**src/rtl/sd_pkg.sv**
```systemverilog
package sd_pkg;

    localparam int CMD_FRAME_LEN = 48;
    localparam int CMD_INDEX_W = 6;
    localparam int ARG_W = 32;
    localparam int CRC7_W = 7;
    localparam int DIV_W = 8;
    localparam logic [DIV_W-1:0] DIVISOR_RESET = 8'd2;

    // response type position in COMMAND
    localparam int CMD_RESP_BIT = 8;

    typedef enum logic [7:0] {
        REG_ARGUMENT   = 8'h00,
        REG_COMMAND    = 8'h04,
        REG_RESPONSE   = 8'h08,
        REG_INT_STATUS = 8'h0C,
        REG_INT_ENABLE = 8'h10,
        REG_CLOCK_DIV  = 8'h14,
        REG_PRESENT    = 8'h18
    } sd_reg_addr_e;

    typedef enum logic {
        RESP_NONE  = 1'b0,
        RESP_SHORT = 1'b1
    } sd_resp_e;

    typedef struct packed {
        logic [CMD_INDEX_W-1:0] index;
        logic [ARG_W-1:0]       argument;
        sd_resp_e               resp;
    } sd_cmd_req_t;

    typedef struct packed {
        logic [CMD_INDEX_W-1:0] index;
        logic [ARG_W-1:0]       payload;
        logic                   crc_ok;
        logic                   timeout;
    } sd_cmd_frame_rsp_t;

    // msb first, so cmd_complete lands on bit 0
    typedef struct packed {
        logic timeout;
        logic index_error;
        logic crc_error;
        logic cmd_complete;
    } sd_int_status_t;

    typedef struct packed {
        logic             valid;
        sd_int_status_t   status;
        logic [ARG_W-1:0] response;
    } sd_cmd_event_t;

endpackage
```
**src/rtl/sd_controller_top.sv**
```systemverilog
module sd_controller_top #(
    parameter int RESP_TIMEOUT = 64
) (
    input  logic        wb_clk_i,
    input  logic        rst_n_i,
    input  logic        wb_cyc_i,
    input  logic        wb_stb_i,
    input  logic        wb_we_i,
    input  logic [7:0]  wb_adr_i,
    input  logic [31:0] wb_dat_i,
    output logic [31:0] wb_dat_o,
    output logic        wb_ack_o,
    output logic        int_o,
    output logic        sd_clk_o,
    input  logic        sd_cmd_i,
    output logic        sd_cmd_o,
    output logic        sd_cmd_oe_o
);
    import sd_pkg::*;

    logic              cmd_start;
    sd_cmd_req_t       cmd_req;
    logic [DIV_W-1:0]  divisor;
    logic              clk_stable;
    logic              drive_stb;
    logic              sample_stb;
    logic              cmd_inhibit;
    sd_cmd_event_t     cmd_event;
    logic              xfr_start;
    sd_cmd_req_t       xfr_req;
    logic              xfr_done;
    sd_cmd_frame_rsp_t xfr_rsp;

    sd_regs u_regs (
        .wb_clk_i      (wb_clk_i),
        .rst_n_i       (rst_n_i),
        .wb_cyc_i      (wb_cyc_i),
        .wb_stb_i      (wb_stb_i),
        .wb_we_i       (wb_we_i),
        .wb_adr_i      (wb_adr_i),
        .wb_dat_i      (wb_dat_i),
        .wb_dat_o      (wb_dat_o),
        .wb_ack_o      (wb_ack_o),
        .cmd_inhibit_i (cmd_inhibit),
        .clk_stable_i  (clk_stable),
        .event_i       (cmd_event),
        .cmd_start_o   (cmd_start),
        .cmd_req_o     (cmd_req),
        .divisor_o     (divisor),
        .int_o         (int_o)
    );

    sd_clock_divider u_clock_divider (
        .wb_clk_i     (wb_clk_i),
        .rst_n_i      (rst_n_i),
        .divisor_i    (divisor),
        .sd_clk_o     (sd_clk_o),
        .drive_stb_o  (drive_stb),
        .sample_stb_o (sample_stb),
        .clk_stable_o (clk_stable)
    );

    sd_cmd_master u_cmd_master (
        .wb_clk_i      (wb_clk_i),
        .rst_n_i       (rst_n_i),
        .cmd_start_i   (cmd_start),
        .cmd_req_i     (cmd_req),
        .xfr_start_o   (xfr_start),
        .xfr_req_o     (xfr_req),
        .xfr_done_i    (xfr_done),
        .xfr_rsp_i     (xfr_rsp),
        .cmd_inhibit_o (cmd_inhibit),
        .event_o       (cmd_event)
    );

    sd_cmd_serial_host #(
        .RESP_TIMEOUT (RESP_TIMEOUT)
    ) u_cmd_serial_host (
        .wb_clk_i     (wb_clk_i),
        .rst_n_i      (rst_n_i),
        .drive_stb_i  (drive_stb),
        .sample_stb_i (sample_stb),
        .start_i      (xfr_start),
        .req_i        (xfr_req),
        .done_o       (xfr_done),
        .rsp_o        (xfr_rsp),
        .cmd_i        (sd_cmd_i),
        .cmd_o        (sd_cmd_o),
        .cmd_oe_o     (sd_cmd_oe_o)
    );

endmodule

```
**src/rtl/sd_cmd_serial_host.sv**
```systemverilog
module sd_cmd_serial_host #(
    parameter int RESP_TIMEOUT = 64
) (
    input  logic                      wb_clk_i,
    input  logic                      rst_n_i,
    input  logic                      drive_stb_i,
    input  logic                      sample_stb_i,
    input  logic                      start_i,
    input  sd_pkg::sd_cmd_req_t       req_i,
    output logic                      done_o,
    output sd_pkg::sd_cmd_frame_rsp_t rsp_o,
    input  logic                      cmd_i,
    output logic                      cmd_o,
    output logic                      cmd_oe_o
);
    import sd_pkg::*;

    // bits covered by the CRC: start, transmission, index, argument
    localparam int BODY_LEN = CMD_FRAME_LEN - CRC7_W - 1;
    localparam int CNT_W = $clog2(CMD_FRAME_LEN + 1);
    localparam int TO_W = $clog2(RESP_TIMEOUT);

    typedef enum logic [2:0] {
        IDLE,
        SEND,
        WAIT,
        RECV,
        FINISH
    } state_e;

    state_e                   state_q;
    logic [BODY_LEN-1:0]      tx_q;
    logic [CMD_FRAME_LEN-2:0] rx_q;
    logic [CRC7_W-1:0]        crc_q;
    logic [CNT_W-1:0]         bit_cnt_q;
    logic [TO_W-1:0]          to_cnt_q;
    logic                     timeout_q;
    sd_resp_e                 resp_q;

    // x^7 + x^3 + 1, one bit per call
    function automatic logic [CRC7_W-1:0] crc7_step(input logic [CRC7_W-1:0] crc,
                                                    input logic bit_i);
        logic fb;
        fb = bit_i ^ crc[CRC7_W-1];
        crc7_step = {crc[CRC7_W-2:0], 1'b0} ^ (fb ? 7'h09 : 7'h00);
    endfunction

    always_ff @(posedge wb_clk_i or negedge rst_n_i) begin
        if (!rst_n_i) begin
            state_q <= IDLE;
            tx_q <= '0;
            rx_q <= '0;
            crc_q <= '0;
            bit_cnt_q <= '0;
            to_cnt_q <= '0;
            timeout_q <= 1'b0;
            resp_q <= RESP_NONE;
            cmd_o <= 1'b1;
            cmd_oe_o <= 1'b0;
            done_o <= 1'b0;
            rsp_o <= '0;
        end else begin
            done_o <= 1'b0;
            case (state_q)
                IDLE: begin
                    if (start_i) begin
                        tx_q <= {1'b0, 1'b1, req_i.index, req_i.argument};
                        rx_q <= '0;
                        crc_q <= '0;
                        bit_cnt_q <= '0;
                        timeout_q <= 1'b0;
                        resp_q <= req_i.resp;
                        state_q <= SEND;
                    end
                end
                SEND: begin
                    if (drive_stb_i) begin
                        bit_cnt_q <= bit_cnt_q + 1'b1;
                        cmd_oe_o <= 1'b1;
                        if (bit_cnt_q < CNT_W'(BODY_LEN)) begin
                            cmd_o <= tx_q[BODY_LEN-1];
                            tx_q <= {tx_q[BODY_LEN-2:0], 1'b0};
                            crc_q <= crc7_step(crc_q, tx_q[BODY_LEN-1]);
                        end else if (bit_cnt_q < CNT_W'(CMD_FRAME_LEN - 1)) begin
                            cmd_o <= crc_q[CRC7_W-1];
                            crc_q <= {crc_q[CRC7_W-2:0], 1'b0};
                        end else if (bit_cnt_q == CNT_W'(CMD_FRAME_LEN - 1)) begin
                            // end bit
                            cmd_o <= 1'b1;
                        end else begin
                            cmd_oe_o <= 1'b0;
                            cmd_o <= 1'b1;
                            to_cnt_q <= '0;
                            state_q <= (resp_q == RESP_SHORT) ? WAIT : FINISH;
                        end
                    end
                end
                WAIT: begin
                    if (sample_stb_i) begin
                        if (!cmd_i) begin
                            // crc of a single 0 start bit is still zero
                            crc_q <= '0;
                            bit_cnt_q <= CNT_W'(1);
                            state_q <= RECV;
                        end else if (to_cnt_q == TO_W'(RESP_TIMEOUT - 1)) begin
                            timeout_q <= 1'b1;
                            state_q <= FINISH;
                        end else begin
                            to_cnt_q <= to_cnt_q + 1'b1;
                        end
                    end
                end
                RECV: begin
                    if (sample_stb_i) begin
                        rx_q <= {rx_q[CMD_FRAME_LEN-3:0], cmd_i};
                        if (bit_cnt_q < CNT_W'(BODY_LEN)) begin
                            crc_q <= crc7_step(crc_q, cmd_i);
                        end
                        bit_cnt_q <= bit_cnt_q + 1'b1;
                        if (bit_cnt_q == CNT_W'(CMD_FRAME_LEN - 1)) begin
                            state_q <= FINISH;
                        end
                    end
                end
                FINISH: begin
                    done_o <= 1'b1;
                    rsp_o.index <= rx_q[CMD_FRAME_LEN-3 -: CMD_INDEX_W];
                    rsp_o.payload <= rx_q[CRC7_W+ARG_W:CRC7_W+1];
                    rsp_o.crc_ok <= (resp_q == RESP_NONE) || timeout_q ||
                                    (crc_q == rx_q[CRC7_W:1]);
                    rsp_o.timeout <= timeout_q;
                    state_q <= IDLE;
                end
                default: state_q <= IDLE;
            endcase
        end
    end

    a_oe_only_in_send: assert property (@(posedge wb_clk_i) disable iff (!rst_n_i)
        (state_q != SEND) |-> !cmd_oe_o);

endmodule

```
**src/rtl/sd_cmd_master.sv**
```systemverilog
module sd_cmd_master (
    input  logic                      wb_clk_i,
    input  logic                      rst_n_i,
    input  logic                      cmd_start_i,
    input  sd_pkg::sd_cmd_req_t       cmd_req_i,
    output logic                      xfr_start_o,
    output sd_pkg::sd_cmd_req_t       xfr_req_o,
    input  logic                      xfr_done_i,
    input  sd_pkg::sd_cmd_frame_rsp_t xfr_rsp_i,
    output logic                      cmd_inhibit_o,
    output sd_pkg::sd_cmd_event_t     event_o
);
    import sd_pkg::*;

    sd_cmd_req_t    req_q;
    logic           busy_q;
    sd_int_status_t status_d;

    always_comb begin
        status_d = '0;
        status_d.cmd_complete = 1'b1;
        status_d.timeout = xfr_rsp_i.timeout;
        status_d.crc_error = ~xfr_rsp_i.crc_ok;
        // index only means something for a response that arrived
        status_d.index_error = (req_q.resp == RESP_SHORT) && !xfr_rsp_i.timeout &&
                               (xfr_rsp_i.index != req_q.index);
    end

    always_ff @(posedge wb_clk_i or negedge rst_n_i) begin
        if (!rst_n_i) begin
            busy_q <= 1'b0;
            xfr_start_o <= 1'b0;
            event_o <= '0;
        end else begin
            xfr_start_o <= 1'b0;
            event_o.valid <= 1'b0;
            if (cmd_start_i && !busy_q) begin
                busy_q <= 1'b1;
                xfr_start_o <= 1'b1;
            end else if (xfr_done_i && busy_q) begin
                busy_q <= 1'b0;
                event_o.valid <= 1'b1;
                event_o.status <= status_d;
                event_o.response <= xfr_rsp_i.payload;
            end
        end
    end

    always_ff @(posedge wb_clk_i) begin
        if (cmd_start_i && !busy_q) begin
            req_q <= cmd_req_i;
        end
    end

    assign xfr_req_o = req_q;
    assign cmd_inhibit_o = busy_q;

    // sd_regs must hold off new commands while one is in flight
    a_one_in_flight: assert property (@(posedge wb_clk_i) disable iff (!rst_n_i)
        cmd_start_i |-> !cmd_inhibit_o);

endmodule

```
**src/rtl/sd_clock_divider.sv**
```systemverilog
module sd_clock_divider (
    input  logic                     wb_clk_i,
    input  logic                     rst_n_i,
    input  logic [sd_pkg::DIV_W-1:0] divisor_i,
    output logic                     sd_clk_o,
    output logic                     drive_stb_o,
    output logic                     sample_stb_o,
    output logic                     clk_stable_o
);
    import sd_pkg::*;

    logic [DIV_W-1:0] cnt_q;
    logic             wrap;

    // >= so a smaller divisor written mid-count takes effect at once
    assign wrap = (cnt_q >= divisor_i);

    always_ff @(posedge wb_clk_i or negedge rst_n_i) begin
        if (!rst_n_i) begin
            cnt_q <= '0;
            sd_clk_o <= 1'b0;
            drive_stb_o <= 1'b0;
            sample_stb_o <= 1'b0;
            clk_stable_o <= 1'b0;
        end else begin
            drive_stb_o <= wrap & sd_clk_o;
            sample_stb_o <= wrap & ~sd_clk_o;
            if (wrap) begin
                cnt_q <= '0;
                sd_clk_o <= ~sd_clk_o;
                // first falling edge closes the first full period
                if (sd_clk_o) begin
                    clk_stable_o <= 1'b1;
                end
            end else begin
                cnt_q <= cnt_q + 1'b1;
            end
        end
    end

endmodule

```
**src/rtl/sd_regs.sv**
```systemverilog
module sd_regs (
    input  logic                        wb_clk_i,
    input  logic                        rst_n_i,
    input  logic                        wb_cyc_i,
    input  logic                        wb_stb_i,
    input  logic                        wb_we_i,
    input  logic [7:0]                  wb_adr_i,
    input  logic [31:0]                 wb_dat_i,
    output logic [31:0]                 wb_dat_o,
    output logic                        wb_ack_o,
    input  logic                        cmd_inhibit_i,
    input  logic                        clk_stable_i,
    input  sd_pkg::sd_cmd_event_t       event_i,
    output logic                        cmd_start_o,
    output sd_pkg::sd_cmd_req_t         cmd_req_o,
    output logic [sd_pkg::DIV_W-1:0]    divisor_o,
    output logic                        int_o
);
    import sd_pkg::*;

    logic                   req;
    logic                   access;
    logic                   wr;
    logic                   held_q;
    logic [31:0]            rdata;
    logic [ARG_W-1:0]       argument_q;
    logic [ARG_W-1:0]       response_q;
    logic [CMD_INDEX_W-1:0] cmd_index_q;
    sd_resp_e               cmd_resp_q;
    sd_int_status_t         int_status_q;
    sd_int_status_t         int_enable_q;
    sd_int_status_t         status_clr;
    sd_int_status_t         status_set;
    logic [DIV_W-1:0]       divisor_q;

    assign req = wb_cyc_i & wb_stb_i;
    // one ack per strobe until the master drops stb
    assign access = req & ~wb_ack_o & ~held_q;
    assign wr = access & wb_we_i;

    assign status_clr = (wr && wb_adr_i == REG_INT_STATUS) ? sd_int_status_t'(wb_dat_i[3:0])
                                                           : sd_int_status_t'(4'b0);
    assign status_set = event_i.valid ? event_i.status : sd_int_status_t'(4'b0);

    always_comb begin
        rdata = 32'h0;
        case (wb_adr_i)
            REG_ARGUMENT:   rdata = argument_q;
            REG_COMMAND: begin
                rdata[CMD_INDEX_W-1:0] = cmd_index_q;
                rdata[CMD_RESP_BIT] = cmd_resp_q;
            end
            REG_RESPONSE:   rdata = response_q;
            REG_INT_STATUS: rdata[3:0] = int_status_q;
            REG_INT_ENABLE: rdata[3:0] = int_enable_q;
            REG_CLOCK_DIV:  rdata[DIV_W-1:0] = divisor_q;
            REG_PRESENT:    rdata[1:0] = {clk_stable_i, cmd_inhibit_i};
            default:        rdata = 32'h0;
        endcase
    end

    always_ff @(posedge wb_clk_i or negedge rst_n_i) begin
        if (!rst_n_i) begin
            wb_ack_o <= 1'b0;
            wb_dat_o <= 32'h0;
            held_q <= 1'b0;
            cmd_start_o <= 1'b0;
            cmd_index_q <= '0;
            cmd_resp_q <= RESP_NONE;
            int_status_q <= '0;
            int_enable_q <= '0;
            divisor_q <= DIVISOR_RESET;
        end else begin
            wb_ack_o <= access;
            held_q <= req & (held_q | wb_ack_o);
            cmd_start_o <= 1'b0;
            if (access) begin
                wb_dat_o <= rdata;
            end
            // W1C first, then new events are ORed in
            int_status_q <= (int_status_q & ~status_clr) | status_set;
            if (wr) begin
                case (wb_adr_i)
                    REG_COMMAND: begin
                        // dropped while a command is in flight
                        if (!cmd_inhibit_i) begin
                            cmd_index_q <= wb_dat_i[CMD_INDEX_W-1:0];
                            cmd_resp_q <= sd_resp_e'(wb_dat_i[CMD_RESP_BIT]);
                            cmd_start_o <= 1'b1;
                        end
                    end
                    REG_INT_ENABLE: int_enable_q <= wb_dat_i[3:0];
                    REG_CLOCK_DIV:  divisor_q <= wb_dat_i[DIV_W-1:0];
                    default: ;
                endcase
            end
        end
    end

    always_ff @(posedge wb_clk_i) begin
        if (wr && wb_adr_i == REG_ARGUMENT) begin
            argument_q <= wb_dat_i;
        end
        if (event_i.valid) begin
            response_q <= event_i.response;
        end
    end

    assign cmd_req_o = '{index: cmd_index_q, argument: argument_q, resp: cmd_resp_q};
    assign divisor_o = divisor_q;
    assign int_o = |(int_status_q & int_enable_q);

    // no ack on consecutive cycles or twice within one held strobe
    a_ack_single: assert property (@(posedge wb_clk_i) disable iff (!rst_n_i)
        wb_ack_o |-> !$past(wb_ack_o) && !($past(wb_ack_o, 2) && $past(req, 2)));

endmodule

```
**config.mk**
```make
export PLATFORM = sky130hd
export DESIGN_NAME = sd_controller_top
export DESIGN_NICKNAME = d
export VERILOG_FILES = /design/src/rtl/sd_pkg.sv /design/src/rtl/sd_controller_top.sv /design/src/rtl/sd_cmd_serial_host.sv /design/src/rtl/sd_cmd_master.sv /design/src/rtl/sd_clock_divider.sv /design/src/rtl/sd_regs.sv
export SDC_FILE = /design/constraint.sdc
export NUM_CORES = 1
export LEC_CHECK = 0
export BUFFER_PORTS_ARGS = -buffer_cell sky130_fd_sc_hd__clkbuf_2
export CAP_MARGIN = 20
export CORE_AREA = 8 8 233 179
export CTS_BUF_LIST = sky130_fd_sc_hd__clkbuf_2 sky130_fd_sc_hd__clkbuf_4 sky130_fd_sc_hd__clkbuf_8
export CTS_CLUSTER_SIZE = 8
export DETAILED_ROUTE_END_ITERATION = 10
export DIE_AREA = 0 0 241 187
export SYNTH_ARGS = -nofsm -noshare
export SYNTH_HDL_FRONTEND = slang
export SYNTH_HIERARCHICAL = 1
export SYNTH_SLANG_ARGS = --single-unit
```
**constraint.sdc**
```tcl
create_clock -name wb_clk_i -period 3.6 [get_ports wb_clk_i]
set_input_delay 0.18 -clock wb_clk_i [delete_from_list [all_inputs] [get_ports wb_clk_i]]
set_output_delay 0.18 -clock wb_clk_i [all_outputs]
set_load 0.01 [all_outputs]
```
; ---- After elaboration in Yosys (flattened, before gate mapping)
; Cells that the tools add are included.
[word_totals]
ff_bits = 365
input_bits = 46
elab_cells = 212
[op_classes]
magnitude_cmp = 3
n_eq_ne = 30
bitwise_logic = 23
reduce_logical = 33
n_addsub = 3
muxes = 72
[ops]
columns = op, n
row1 = 2-to-1 mux 40 bit, 3
row2 = 2-to-1 mux 46 bit, 2
row3 = case mux 46 bit (2 select lines), 1
row4 = case mux 40 bit (2 select lines), 1
row5 = 2-to-1 mux 37 bit, 2
row6 = 2-to-1 mux 6 bit, 12
row7 = 2-to-1 mux 7 bit, 8
row8 = case mux 23 bit (2 select lines), 1
row9 = 2-to-1 mux 3 bit, 11
row10 = case mux 7 bit (4 select lines), 1
row11 = "equality test 8 x 5 -> 1 bit, second input constant", 3
row12 = case mux 6 bit (4 select lines), 1
row13 = "inequality test 2 bit, second input constant", 10
row14 = "equality test 8 x 4 -> 1 bit, second input constant", 2
row15 = 2-to-1 mux 1 bit, 16
row16 = 2-to-1 mux 4 bit, 4
row17 = AND reduction 8 bit, 2
row18 = case mux 2 bit (7 select lines), 1
row19 = XOR 7 bit, 2
row20 = "adder 6 x 1 -> 6 bit, second input constant", 2
row21 = "equality test 6 bit, second input constant", 2
row22 = "< comparator 6 bit, second input constant", 2
row23 = case mux 2 bit (6 select lines), 1
row24 = case mux 3 bit (4 select lines), 1
row25 = 38 further kinds, 73

; ---- Logic depth before layout (Yosys ltp)
[logic_depth]
word_depth = 9
ltp_mapped = 7
ltp_nobuf = 6

; ---- Hierarchy
; Netlist, hierarchy kept.
[by_module_without_submodules]
columns = module, instances, area_per_inst_um2, cells_each
row1 = sd_cmd_serial_host, 1, 6656.4, 548
row2 = sd_regs, 1, 4814.6, 341
row3 = sd_cmd_master, 1, 2733.9, 133
row4 = sd_clock_divider, 1, 714.4, 66

; ---- Worst setup path after synthesis
; No wires, ideal clock.
[synth_path]
kind = input-to-reg
from = input port wb_adr_i[3]
to = register u_regs.argument_q[0], enable pin
path_buffers = 2
slack_ps = 1344
cell_stages = 5
required_time_ps = 3208
arrival_time_ps = 1864
cell_sequence = nor3_1 -> and3_1 -> clkbuf_1 -> buf_2 -> and2_1
[synth_between]
elab_chain_cells = 2
[synth_rtl]
columns = item, line_no
row1 = start: declaration, sd_controller_top.sv:9  ; input logic [7:0] wb_adr_i,
row2 = zero test 8 bit, sd_regs.sv:101  ; if (wr && wb_adr_i == REG_ARGUMENT) begin
row3 = logical AND 1 bit, sd_regs.sv:101
row4 = end signal: assignment, sd_regs.sv:102  ; argument_q <= wb_dat_i;
row5 = end: declaration, sd_regs.sv:26  ; logic [ARG_W-1:0] argument_q;
; Every way passes these cells.
; A chain may end at the register's enable or synchronous reset.

; ---- Final worst setup path
[layout_path]
from = register u_cmd_serial_host.state_q[1]
to = register u_cmd_serial_host.crc_q[3]
[layout_between]
elab_chain_cells = 3
elab_cells_between_ends = 14
classes_between = eq/ne (10) / mux (1) / reduce/logical (3)
[layout_rtl]
columns = item, line_no
row1 = start: declaration, sd_cmd_serial_host.sv:31  ; state_e state_q;
row2 = start signal: assignment, sd_cmd_serial_host.sv:94  ; state_q <= (resp_q == RESP_SHORT) ? WAIT : FINISH;
row3 = "equality test 3 x 1 -> 1 bit, or another cell as far along", sd_cmd_serial_host.sv:64  ; case (state_q)
row4 = "inequality test 3 x 1 -> 1 bit (no line), or another cell as far along", --
row5 = AND reduction 8 bit (no line), --
row6 = end signal: assignment, sd_cmd_serial_host.sv:83  ; crc_q <= crc7_step(crc_q, tx_q[BODY_LEN-1]);
row7 = end signal: assignment, sd_cmd_serial_host.sv:86  ; crc_q <= {crc_q[CRC7_W-2:0], 1'b0};
row8 = end signal: assignment, sd_cmd_serial_host.sv:117  ; crc_q <= crc7_step(crc_q, cmd_i);
row9 = end: declaration, sd_cmd_serial_host.sv:34  ; logic [CRC7_W-1:0] crc_q;
; Several ways; a longest one is shown, not always the timed one.

==> impl_metrics.json <==
{
  "tns_ns": 0,
  "wl_um": 32600,
  "antenna_found_initial": 2,
  "cts_root_buffer": "clkbuf_8",
  "status": "complete, no violations",
  "cts_buffers": 57,
  "grt_start_max_net_pins": 95,
  "p_per_area_nw_per_um2": 624,
  "maxSlewHeadroom_pct": 30.4,
  "cp-end-kind": "flip-flop",
  "worst_path_max_delay_cell": "dfrtp_1",
  "crit-reg2reg-launch": "u_cmd_serial_host/state_q[1]$_DFFE_PN0P_",
  "rr_worst_depth": 4,
  "clkSinkCount": 365,
  "cts_tree": "done",
  "syn-num-nets": 1145,
  "fin_crit_sh_pct": 64.7,
  "dr_total_vias": 9395,
  "drive_gt1_share_pct": 26.1,
  "wl_per_cell_um": 18.3,
  "min_path_cells": 5,
  "postLayoutCellArea_um2": 17500,
  "clock_path_buffers": 3,
  "drv_cap": 0,
  "clock_latency_ns": 0.63,
  "cp.required_ns": 4.07,
  "clkTransAtPathRegs_ns": 0.06,
  "vdd_ir_drop_max_mv": 0.277,
  "crit_fanout": 22,
  "first_global_vias": 9372,
  "cts.repair.resized": 0,
  "grt_pass1_wl_um": 53300,
  "hold_path.class": "input port to flip-flop",
  "nets": 1277,
  "dp.cells": 1632,
  "setup-violations-final": 0,
  "die_y_um": 187,
  "ys_async_sr_fraction_pct": 71.8,
  "yosysUniqueCellTypes": 76,
  "max_freq_mhz": 430,
  "reg2reg_slack_ns": 1.27,
  "critical_path_class": "flip-flop to flip-flop",
  "fin_skew_ns": 0.0432,
  "fp-row-count": 62,
  "post-route-drc-count": 0,
  "rsz0062_at_grt": "no",
  "dieWidth_um": 241,
  "hold_ws_ns": 0.0742,
  "synth_area_um2": 14900,
  "worst_pin_slew_ns": 1.04,
  "cpPeakStageDelay_ns": 0.72,
  "syn_inst": 1088,
  "cp-start-kind": "flip-flop",
  "fin_crit_ns": 2.33,
  "yosysSeqAreaShare_pct": 64.7,
  "port_buffers": 82,
  "start_util_pct": 39.4,
  "finalHoldViolCount": 0,
  "fp.dieArea_um2": 45100,
  "detailedPlacementHpwl_um": 21200,
  "final_cell_count_no_fill": 1781,
  "grt_util_all_layers_pct": 14.6,
  "avgSynthCellArea_um2": 13.7,
  "drtAntennaViolNets": 0,
  "hold_end": "u_regs/wb_dat_o[1]$_DFFE_PN0N_",
  "ys_warn_count": 6,
  "drv_slew": 0,
  "synth-edff-count": 103,
  "min-delay-start": "wb_adr_i[7]",
  "synth-seq-cells": 365,
  "areaGrowthSynthToFinish_pct": 17.5,
  "htreeDepth": 2,
  "drtIter0Drc": 754,
  "timing.rr.end": "u_cmd_serial_host/crc_q[3]$_DFFE_PN0P_",
  "first_pass_iters": 6,
  "path_cells": "nand2_1, o32a_1, or2_2, a32o_1",
  "gp_congestion": 0.818,
  "vias_per_cell": 5.28,
  "coreArea_um2": 37900,
  "post_dp_cell_area_um2": 15800,
  "io-pin-count": 83,
  "synthFlopType": "dfrtp_1",
  "p_total_mw": 10.9,
  "p_leak_nw": 7.65,
  "grt_remaining_overflow": 0,
  "critPathArrivalTime_ns": 2.80
}
timing repair:
item                                   CTS  global route
setup buffers                            0             0
endpoints found under the hold margin  149             0
setup endpoints to repair                0             0
hold buffers                            41             0
metrics by stage:
| step | utilization [%] | setup WS [ns] |
|---|---|---|
| after global placement | 41.8 | 1.32 |
| after detailed placement | 41.8 | 1.26 |
| after CTS | 46.3 | 1.29 |
| after floorplan | - | 1.34 |
| final | 46.3 | 1.27 |
| after global routing | 46.3 | 1.08 |
report_power, final:
part,switching [mW],internal (mW)
clock network,1.60,2.20
logic,1.06,0.812
registers,0.481,4.79
total,3.14,7.80
layout make-up:
| cell class | count | area (um^2) |
|---|---|---|
| Fill cell | 3412 | 20300 |
| Sequential cell | 365 | 9650 |
| Multi-Input combinational cell | 636 | 4870 |
| Clock buffer | 101 | 1180 |
| Timing Repair Buffer | 142 | 1010 |
| Tap cell | 512 | 641 |
| Clock inverter | 6 | 109 |
| Inverter | 18 | 67.6 |
| Antenna cell | 1 | 2.50 |
cells in the final DEF, fill, tap and decap left out, types with 4 or more instances in the layout:
cell and instances:
ha_1 11, buf_4 16, mux2i_1 52, and3_1 7
nand2_1 30, o31ai_1 8, o21ai_0 33, dfrtp_1 260
a21oi_1 52, clkbuf_2 81, or3_1 7, clkbuf_8 67
a22oi_1 4, nand3_1 11, nor2_1 85, dlygate4sd3_1 41
mux2_2 81, nor3_1 5, and2_1 6, mux2_4 15
a221o_1 4, inv_1 17, a31oi_1 38, a22o_1 51
a41oi_1 4, xnor2_1 8, xor2_1 14, nand4_1 6
nand2b_1 7, nor2b_1 9, a221oi_1 25, edfxtp_1 103
clkbuf_4 34
kinds of logic (layout without fill, tap and decap cells):
family	count (synthesis)	count (layout)	share of synthesized area, %
and+or+nand+nor	208	208	7.23
other	0	1	0
AOI/OAI and AO/OA	244	244	11.6
buffers and inverters	87	267	2.91
xor gates and xnor gates	23	23	1.40
DFF	365	365	64.7
muxes	150	150	11.3
adders and majority gates	11	11	0.922
synthesized netlist by cell type (3+ instances only):
master	n	share of area [%]
o31ai_1	8	0.40
nand3b_1	3	0.15
a41oi_1	4	0.23
a221oi_1	25	1.5
nor2_1	88	2.2
dfrtp_1	260	44
mux2i_1	52	3.5
o21a_1	3	0.15
and3_1	8	0.34
a21o_1	3	0.15
nand4_1	6	0.25
xnor2_1	8	0.47
nor4_1	3	0.13
buf_6	5	0.38
nand3_1	11	0.37
a31oi_1	38	1.6
buf_2	35	1.2
a22oi_1	4	0.20
a221o_1	4	0.27
edfxtp_1	103	21
and2_1	6	0.25
ha_1	11	0.92
clkbuf_1	20	0.50
xor2_1	14	0.82
a21oi_1	52	1.7
mux2_4	15	1.5
nand2b_1	7	0.29
mux2_2	81	6.1
buf_4	7	0.35
nor3_1	5	0.17
a22o_1	51	3.0
nand2_1	31	0.78
or3_1	7	0.29
nor2b_1	9	0.38
inv_1	17	0.43
o21ai_0	33	1.1
metal layers:
| layer | global-route usage (%) | share of wire [%] | vias up |
|---|---|---|---|
| li1 | - | - | 4332 |
| met1 | 21.9 | 49 | 4755 |
| met2 | 20.8 | 43 | 244 |
| met3 | 3.30 | 5.7 | 62 |
| met4 | 4.05 | 2.1 | 2 |
| met5 | 0 | 0.040 | - |
worst max-delay path, delay by kind of cell (launching register included):
| family | cells | cell delay, ns |
|---|---|---|
| compound gates | 2 | 0.79 |
| flops | 1 | 0.72 |
| simple gates | 2 | 0.69 |
sequential cells by signal, summed over array words and instances, names as in the netlist, 4 cells and up:
register,cells
u_regs/divisor_o,8
u_cmd_serial_host/rsp_o,40
u_cmd_serial_host/rx_q,46
u_regs/int_status_q,4
u_regs/response_q,32
u_regs/int_enable_q,4
u_regs/wb_dat_o,32
u_cmd_serial_host/crc_q,7
u_regs/cmd_index_q,6
u_cmd_master/xfr_req_o,39
u_regs/argument_q,32
u_cmd_master/event_o,37
u_cmd_serial_host/bit_cnt_q,6
u_cmd_serial_host/to_cnt_q,6
u_cmd_serial_host/tx_q,40
u_clock_divider/cnt_q,8
how the worst max path moves through the flow:
stage / startpoint / end / slack, ns / cells after the start
after detailed placement: wb_adr_i[3] / u_regs/argument_q[13]$_DFFE_PP_ / 1.26 / 6
after floorplan: wb_adr_i[3] / u_regs/argument_q[0]$_DFFE_PP_ / 1.34 / 5
after global placement: wb_adr_i[3] / u_regs/argument_q[12]$_DFFE_PP_ / 1.32 / 6
after global routing: u_cmd_serial_host/state_q[1]$_DFFE_PN0P_ / u_cmd_serial_host/bit_cnt_q[4]$_DFFE_PN0P_ / 1.08 / 4
final: u_cmd_serial_host/state_q[1]$_DFFE_PN0P_ / u_cmd_serial_host/crc_q[3]$_DFFE_PN0P_ / 1.27 / 4
after CTS: u_cmd_serial_host/state_q[1]$_DFFE_PN0P_ / u_cmd_serial_host/crc_q[3]$_DFFE_PN0P_ / 1.29 / 4
Note: power is estimated with default switching activity, not from simulation.
